## config.mk

```make
export PLATFORM = sky130hd
export DESIGN_NAME = fetch_unit
export DESIGN_NICKNAME = d
export VERILOG_FILES = /design/src/fetch_pkg.sv /design/src/prefetch.sv /design/src/byte_queue.sv /design/src/instr_stream.sv /design/src/fetch_unit.sv
export VERILOG_INCLUDE_DIRS = /design/src /design/src/src
export SDC_FILE = /design/constraint.sdc
export NUM_CORES = 1
export LEC_CHECK = 0
export ABC_AREA = 1
export BUFFER_PORTS_ARGS = -buffer_cell sky130_fd_sc_hd__buf_2
export CORE_ASPECT_RATIO = 0.7
export CORE_MARGIN = 2
export CORE_UTILIZATION = 57
export DETAILED_ROUTE_END_ITERATION = 7
export PLACE_DENSITY = 0.82
export SLEW_MARGIN = 25
export SYNTH_ARGS = -nofsm -noshare
export SYNTH_HDL_FRONTEND = slang
export SYNTH_SLANG_ARGS = --single-unit
```

## constraint.sdc

```tcl
create_clock -name clk -period 2.53 [get_ports clk]
set_input_delay 0 -clock clk [delete_from_list [all_inputs] [get_ports clk]]
set_output_delay 0 -clock clk [all_outputs]
set_load 0.05 [all_outputs]
```

## src/fetch_defs.svh

```systemverilog
/*
 * prefetch subsystem sizing macros
 *   instruction byte queue depth and pointer width
 *   physical address width and segment/offset width
 */

`ifndef FETCH_DEFS_SVH
`define FETCH_DEFS_SVH

// queue entries, six bytes like the 8086
`define FETCH_Q_DEPTH 6

// queue pointer and count width, must hold FETCH_Q_DEPTH
`define FETCH_Q_PTR_W 3

// physical byte address width
`define FETCH_PHYS_W 20

// segment and offset width
`define FETCH_OFS_W 16

// a word holds two bytes, so the word address drops bit 0
// word address range is FETCH_PHYS_W-1 down to 1

`endif

```

## src/fetch_pkg.sv

```systemverilog
/*
 * shared types for the prefetch subsystem
 *   mem_req_t  memory request (access strobe, word address)
 *   mem_rsp_t  memory response (ack strobe, data word)
 *   q_wr_t     byte queue write port (enable, byte, flush)
 */

`include "fetch_defs.svh"

package fetch_pkg;

    // memory request, 20 bits
    typedef struct packed {
        // held high until the ack cycle
        logic                      access;
        // word address, byte address bits 19..1
        logic [`FETCH_PHYS_W-1:1]  addr;
    } mem_req_t;

    // memory response, 17 bits
    typedef struct packed {
        // single cycle strobe
        logic        ack;
        // even byte in 7:0, odd byte in 15:8
        logic [15:0] data;
    } mem_rsp_t;

    // queue write port, 10 bits
    typedef struct packed {
        logic       wr_en;
        logic [7:0] data;
        // clears the queue, wins over pop
        logic       flush;
    } q_wr_t;

endpackage

```

## src/prefetch.sv

```systemverilog
/*
 * prefetch unit
 *   fetch offset combined with cs into a word address
 *   splits each returned word into bytes for the queue
 *   second-byte write in the cycle after the ack
 *   abort of an access that was open when a new ip was loaded
 */

`include "fetch_defs.svh"

module prefetch
    import fetch_pkg::*;
(
    input  logic                    clk,
    input  logic                    reset,
    // segment and branch target
    input  logic [`FETCH_OFS_W-1:0] cs,
    input  logic [`FETCH_OFS_W-1:0] new_ip,
    input  logic                    load_new_ip,
    // queue side
    input  logic                    q_full,
    output q_wr_t                   q_wr,
    // memory side
    output mem_req_t                mem_req,
    input  mem_rsp_t                mem_rsp
);

    // offset of the next byte to be written to the queue
    logic [`FETCH_OFS_W-1:0] fetch_ofs;
    logic [`FETCH_OFS_W-1:0] next_ofs;
    // upper half of the last word, written one cycle later
    logic [7:0]              high_byte;
    logic                    write_second;
    // set while a stale access is still in flight
    logic                    abort_cur;
    logic                    ack_live;
    logic                    second_due;

    // an ack that belongs to the current stream
    assign ack_live = mem_rsp.ack && !abort_cur;

    // even start means the high byte still has to go in
    // a load in the ack cycle drops the rest of the word
    assign second_due = ack_live && !load_new_ip && !fetch_ofs[0];

    // look ahead by one byte during the ack
    assign next_ofs = ack_live ? fetch_ofs + 1'b1 : fetch_ofs;

    // physical = cs * 16 + offset, word address is that over two
    assign mem_req.addr = {cs, 3'b000} + {4'b0000, next_ofs[`FETCH_OFS_W-1:1]};

    // idle during the ack and the second-byte write
    // full already leaves room for one more word
    assign mem_req.access = !q_full && !mem_rsp.ack && !write_second;

    // queue write
    assign q_wr.wr_en = !abort_cur && !load_new_ip && (mem_rsp.ack || write_second);
    assign q_wr.flush = load_new_ip;

    // odd offset takes the upper half straight from the bus
    always_comb begin
        if (mem_rsp.ack) begin
            q_wr.data = fetch_ofs[0] ? mem_rsp.data[15:8] : mem_rsp.data[7:0];
        end else begin
            q_wr.data = high_byte;
        end
    end

    // abort tracking
    // an open access gets its ack later, throw it away
    always_ff @(posedge clk or posedge reset) begin
        if (reset) begin
            abort_cur <= 1'b0;
        end else if (load_new_ip && mem_req.access) begin
            abort_cur <= 1'b1;
        end else if (abort_cur && mem_rsp.ack) begin
            abort_cur <= 1'b0;
        end
    end

    // second byte of an even-aligned word
    always_ff @(posedge clk or posedge reset) begin
        if (reset) begin
            write_second <= 1'b0;
        end else begin
            write_second <= second_due;
        end
    end

    // fetch offset, wraps inside the segment
    always_ff @(posedge clk or posedge reset) begin
        if (reset) begin
            fetch_ofs <= '0;
        end else if (load_new_ip) begin
            fetch_ofs <= new_ip;
        end else if (!abort_cur && (mem_rsp.ack || write_second)) begin
            fetch_ofs <= fetch_ofs + 1'b1;
        end
    end

    // upper half kept for the following cycle
    always_ff @(posedge clk) begin
        if (mem_rsp.ack) begin
            high_byte <= mem_rsp.data[15:8];
        end
    end

endmodule

```

## src/byte_queue.sv

```systemverilog
/*
 * instruction byte queue
 *   circular buffer with read and write pointers and a count
 *   full raised two entries early to absorb one word in flight
 *   flush clears pointers and count
 */

`include "fetch_defs.svh"

module byte_queue
    import fetch_pkg::*;
(
    input  logic       clk,
    input  logic       reset,
    input  q_wr_t      q_wr,
    input  logic       pop,
    output logic [7:0] head,
    output logic       empty,
    output logic       full
);

    localparam int depth = `FETCH_Q_DEPTH;
    localparam int ptr_w = `FETCH_Q_PTR_W;
    localparam logic [ptr_w-1:0] last_idx = ptr_w'(depth - 1);
    // room for both bytes of one outstanding word
    localparam logic [ptr_w-1:0] full_level = ptr_w'(depth - 2);

    logic [7:0]       mem [depth];
    logic [ptr_w-1:0] rd_ptr;
    logic [ptr_w-1:0] wr_ptr;
    logic [ptr_w-1:0] count;
    logic             do_wr;
    logic             do_pop;

    // flush wins over both sides
    assign do_wr  = q_wr.wr_en && !q_wr.flush;
    assign do_pop = pop && !empty && !q_wr.flush;

    assign head  = mem[rd_ptr];
    assign empty = (count == '0);
    assign full  = (count >= full_level);

    // pointers and count
    always_ff @(posedge clk or posedge reset) begin
        if (reset) begin
            rd_ptr <= '0;
            wr_ptr <= '0;
            count  <= '0;
        end else if (q_wr.flush) begin
            rd_ptr <= '0;
            wr_ptr <= '0;
            count  <= '0;
        end else begin
            if (do_wr) begin
                wr_ptr <= (wr_ptr == last_idx) ? '0 : wr_ptr + 1'b1;
            end
            if (do_pop) begin
                rd_ptr <= (rd_ptr == last_idx) ? '0 : rd_ptr + 1'b1;
            end
            // simultaneous push and pop leaves count alone
            case ({do_wr, do_pop})
                2'b10:   count <= count + 1'b1;
                2'b01:   count <= count - 1'b1;
                default: count <= count;
            endcase
        end
    end

    // storage
    always_ff @(posedge clk) begin
        if (do_wr) begin
            mem[wr_ptr] <= q_wr.data;
        end
    end

endmodule

```

## src/instr_stream.sv

```systemverilog
/*
 * instruction stream stage
 *   presents the queue head to the decoder
 *   pops on take while a byte is valid
 *   tracks the offset of the head byte
 */

`include "fetch_defs.svh"

module instr_stream (
    input  logic                    clk,
    input  logic                    reset,
    input  logic [`FETCH_OFS_W-1:0] new_ip,
    input  logic                    load_new_ip,
    // consumer strobe
    input  logic                    take,
    // queue read side
    input  logic [7:0]              head,
    input  logic                    empty,
    output logic                    pop,
    // decoder side
    output logic                    q_valid,
    output logic [7:0]              q_byte,
    output logic [`FETCH_OFS_W-1:0] q_ip
);

    // consumer offset
    // fetch offset runs ahead, so this is the only record of the head's offset
    logic [`FETCH_OFS_W-1:0] ip_reg;

    // head byte straight from the queue register
    assign q_valid = !empty;
    assign q_byte  = head;

    // take while nothing is valid is dropped
    assign pop = take && q_valid;

    assign q_ip = ip_reg;

    // branch load wins over a pop in the same cycle
    // increment wraps FFFF to 0000 inside the segment
    always_ff @(posedge clk or posedge reset) begin
        if (reset) begin
            ip_reg <= '0;
        end else if (load_new_ip) begin
            ip_reg <= new_ip;
        end else if (pop) begin
            ip_reg <= ip_reg + 1'b1;
        end
    end

endmodule

```

## src/fetch_unit.sv

```systemverilog
/*
 * prefetch subsystem top
 *   prefetch unit, instruction byte queue, stream stage
 */

`include "fetch_defs.svh"

module fetch_unit
    import fetch_pkg::*;
(
    input  logic                    clk,
    input  logic                    reset,
    input  logic [`FETCH_OFS_W-1:0] cs,
    input  logic [`FETCH_OFS_W-1:0] new_ip,
    input  logic                    load_new_ip,
    output mem_req_t                mem_req,
    input  mem_rsp_t                mem_rsp,
    input  logic                    take,
    output logic                    q_valid,
    output logic [7:0]              q_byte,
    output logic [`FETCH_OFS_W-1:0] q_ip
);

    q_wr_t      q_wr;
    logic       q_full;
    logic       q_empty;
    logic [7:0] q_head;
    logic       q_pop;

    // fetch side, also flushes the queue on a branch
    prefetch u_prefetch (
        .clk        (clk),
        .reset      (reset),
        .cs         (cs),
        .new_ip     (new_ip),
        .load_new_ip(load_new_ip),
        .q_full     (q_full),
        .q_wr       (q_wr),
        .mem_req    (mem_req),
        .mem_rsp    (mem_rsp)
    );

    byte_queue u_byte_queue (
        .clk  (clk),
        .reset(reset),
        .q_wr (q_wr),
        .pop  (q_pop),
        .head (q_head),
        .empty(q_empty),
        .full (q_full)
    );

    // decoder side
    instr_stream u_instr_stream (
        .clk        (clk),
        .reset      (reset),
        .new_ip     (new_ip),
        .load_new_ip(load_new_ip),
        .take       (take),
        .head       (q_head),
        .empty      (q_empty),
        .pop        (q_pop),
        .q_valid    (q_valid),
        .q_byte     (q_byte),
        .q_ip       (q_ip)
    );

endmodule

```

==> impl_metrics.ini <==
[status]
status = complete, but fails checks
violations = negative hold slack, negative setup slack

[setup_path]
critPathLaunch = u_prefetch.fetch_ofs[10]$_DFFE_PP0P_
cp_max_fo = 5
r2r_start = u_prefetch.abort_cur$_DFFE_PP0P_
cp.required_ps = 2530
timing_worst_setup_path_type = flip-flop to primary output
crit_path_start_kind = flip-flop
reg2reg_slack_ps = 380
cp-end-kind = primary output
rr_endpoint = u_byte_queue.count[2]$_DFFE_PP0P_
worstPathArrival_ps = 3100
ff2ff_path_depth = 11

[floorplan]
dieHeight_um = 89.1
die_w_um = 126
num_rows = 31
die_area_um2 = 11200
core_area_um2 = 10200
start_util_pct = 57.9
io_pins = 98

[sta]
post-route-min-period_ps = 3100
slew_headroom_pct = 48.6
grt_setup_unrepaired = true
holdWs_ps = -6.29
fmax_mhz = 323
post-route-period-util_pct = 122
worst_slack_ps = -566
fin_skew_ps = 13.4
finalHoldViolCount = 1
tightestPinTransition_ps = 767
finalMaxSlewViolations = 0
setup-violations-final = 13

[routing]
vias_per_cell = 6.15
drtPass1Iterations = 6
ant_nets = 0
vias = 6382
wl_per_cell_um = 19.8
drc = 0
drt_iter0_markers = 994
drt-total-wl_mm = 20.6

[synthesis]
synth_area_per_cell_um2 = 8.13
synth_seq_cells = 99
ys_seq_area_share_pct = 46.7
synth_area_um2 = 5900
ys_warn_count = 0
synthCells = 726
synth.largest_area_cell = edfxtp_1
synth_top_area_share_pct = 28.5
synth_fp_nets = 796
ys_types = 47
yosys-top-cells-area = edfxtp_1 (28%), dfrtp_1 (18%), nand2_1 (13%)

[grt]
grt_max_degree = 35
grt_pass1_vias = 5578
grt_use_total_pct = 32.5
grt_antenna_before_repair = 1
gr-total-overflow = 0
grt_pass1_wl_mm = 28.0

[clock_tree]
cts_max_level = 3
clockBufferDepth = 2
root_buffer = clkbuf_16
cts_made_buffers = 9
cts_sinks = 99
path_clk_slew_ps = 80
cts_tree = done
worstSkewPairLatency_ps = 360

[final_layout]
final_net_count = 971
antenna_cells = 0
synthToLayoutAreaGrowth_pct = 35.1
final_cell_mix = nand2_1 (182), buf_2 (83), nor2_1 (65)
fin_util_pct = 78.2
postLayoutCellArea_um2 = 7970
drive_above_1_share_pct = 33.0
final_common_cell = nand2_1

[placed_design]
port_buffers = 97
gp_congestion = 1.00
place_area_um2 = 6890
dp_hpwl_mm = 12.3

[min_path]
whs_endpoint = u_prefetch.fetch_ofs[2]$_DFFE_PP0P_
hp-class = primary input to flip-flop
worstHoldStart = new_ip[2]
whs_path_depth = 3

[flow_run]
drv_cap = 0

[power_and_ir_drop]
pwr_density_cell_nw_per_um2 = 915
power.leakage_uw = 0.00374
vdd_drop_max_uv = 506
power_uw = 7290
-- synthesized netlist by cell type (all sizes together) --
cell,number
a31oi,10
edfxtp,56
a21oi,35
nand3,48
a211oi,1
nand4,9
xor2,19
o221ai,1
inv,77
or2,1
clkinv,2
nor3,15
o21bai,4
nor4,2
a22oi,9
ha,15
nand3b,1
xnor2,1
mux2i,1
o211ai,7
o311ai,1
nor2,82
fa,2
a21boi,1
nand2,218
dfrtp,43
o22ai,4
and2,2
buf,17
clkbuf,3
o21ai,39
-- how the worst max path moves through the flow --
stage                        to  slack [ps]  cells past startpoint
global route        mem_req[16]        -610                     18
detailed placement  mem_req[11]        -280                     16
finish              mem_req[16]        -570                     16
CTS                 mem_req[16]        -310                     19
floorplan            mem_req[7]        -200                     10
global placement    mem_req[17]        -110                     16
-- logic make-up (layout without fill, tap and decap cells) --
| kind of cell | count (synthesis) | count (layout) | synth area share [%] |
|---|---|---|---|
| simple gates | 378 | 378 | 28.0 |
| compound gates | 112 | 112 | 11.4 |
| flops | 99 | 99 | 46.7 |
| buf+inv | 99 | 279 | 6.91 |
| xor+xnor | 20 | 20 | 2.97 |
| fa+ha+maj | 17 | 17 | 3.86 |
| mux | 1 | 1 | 0.170 |
-- flip-flops by register name (all words and copies together), names as in the netlist --
| name | count |
|---|---|
| u_byte_queue.wr_ptr | 3 |
| u_prefetch.high_byte | 8 |
| u_byte_queue.rd_ptr | 3 |
| u_prefetch.abort_cur | 1 |
| u_instr_stream.q_ip | 16 |
| u_prefetch.write_second | 1 |
| u_byte_queue.count | 3 |
| u_prefetch.fetch_ofs | 16 |
| u_byte_queue.mem | 48 |
-- area by class of cell --
type,instances,area (µm²)
Tap cell,132,165
Multi-Input combinational cell,528,3180
Inverter,79,297
Timing Repair Buffer,184,1300
Clock buffer,9,225
Clock inverter,7,43.8
Fill cell,600,2230
Sequential cell,99,2760
-- layer usage --
layer  vias up  GRT usage, %  share of wire [%]
li1       2762             -                  -
met1      2925          42.8                 37
met2       550          51.5                 44
met3       145          9.93                 13
met4         0          12.7                5.6
met5         -             0                  0
-- where the power goes --
part | leakage [µW] | internal (µW) | total [µW] | switching (µW)
registers | 0.00103 | 1910 | 2150 | 240
clock network | 0.000133 | 664 | 1310 | 643
logic | 0.00257 | 1250 | 3830 | 2590
total | 0.00374 | 3830 | 7290 | 3470
-- worst max-delay path: stages, from the launching register on --
cell and delay, ps:
dfrtp_1 480, inv_1 150, nor3_1 300, nand3_1 200, xor2_1 190, nand2_1 80
nand2_1 90, ha_4 320, nand2_2 90, nor2_2 120, inv_2 80, nor3_2 150
nand2_1 100, nand2_1 70, nand2_1 60, nand2_1 80, buf_6 160
-- metrics by stage --
stage	setup TNS, ps	hold slack (ps)	setup slack [ps]	std cells
after global routing	-6170	9.64	-611	1038
after CTS	-3340	0.0701	-307	1028
after global placement	-538	-59.6	-112	987
after floorplan	-354	98.9	-201	726
after detailed placement	-1670	-53.1	-278	987
final	-5300	-6.29	-566	1038
-- timing repair --
item,in CTS,in global routing
hold buffers,20,0
endpoints found under the hold margin,32,0
setup buffers,5,10
resized for setup,81,52
setup endpoints to repair,15,15
pin swaps,21,36
Power figures use the tool's default switching activity.
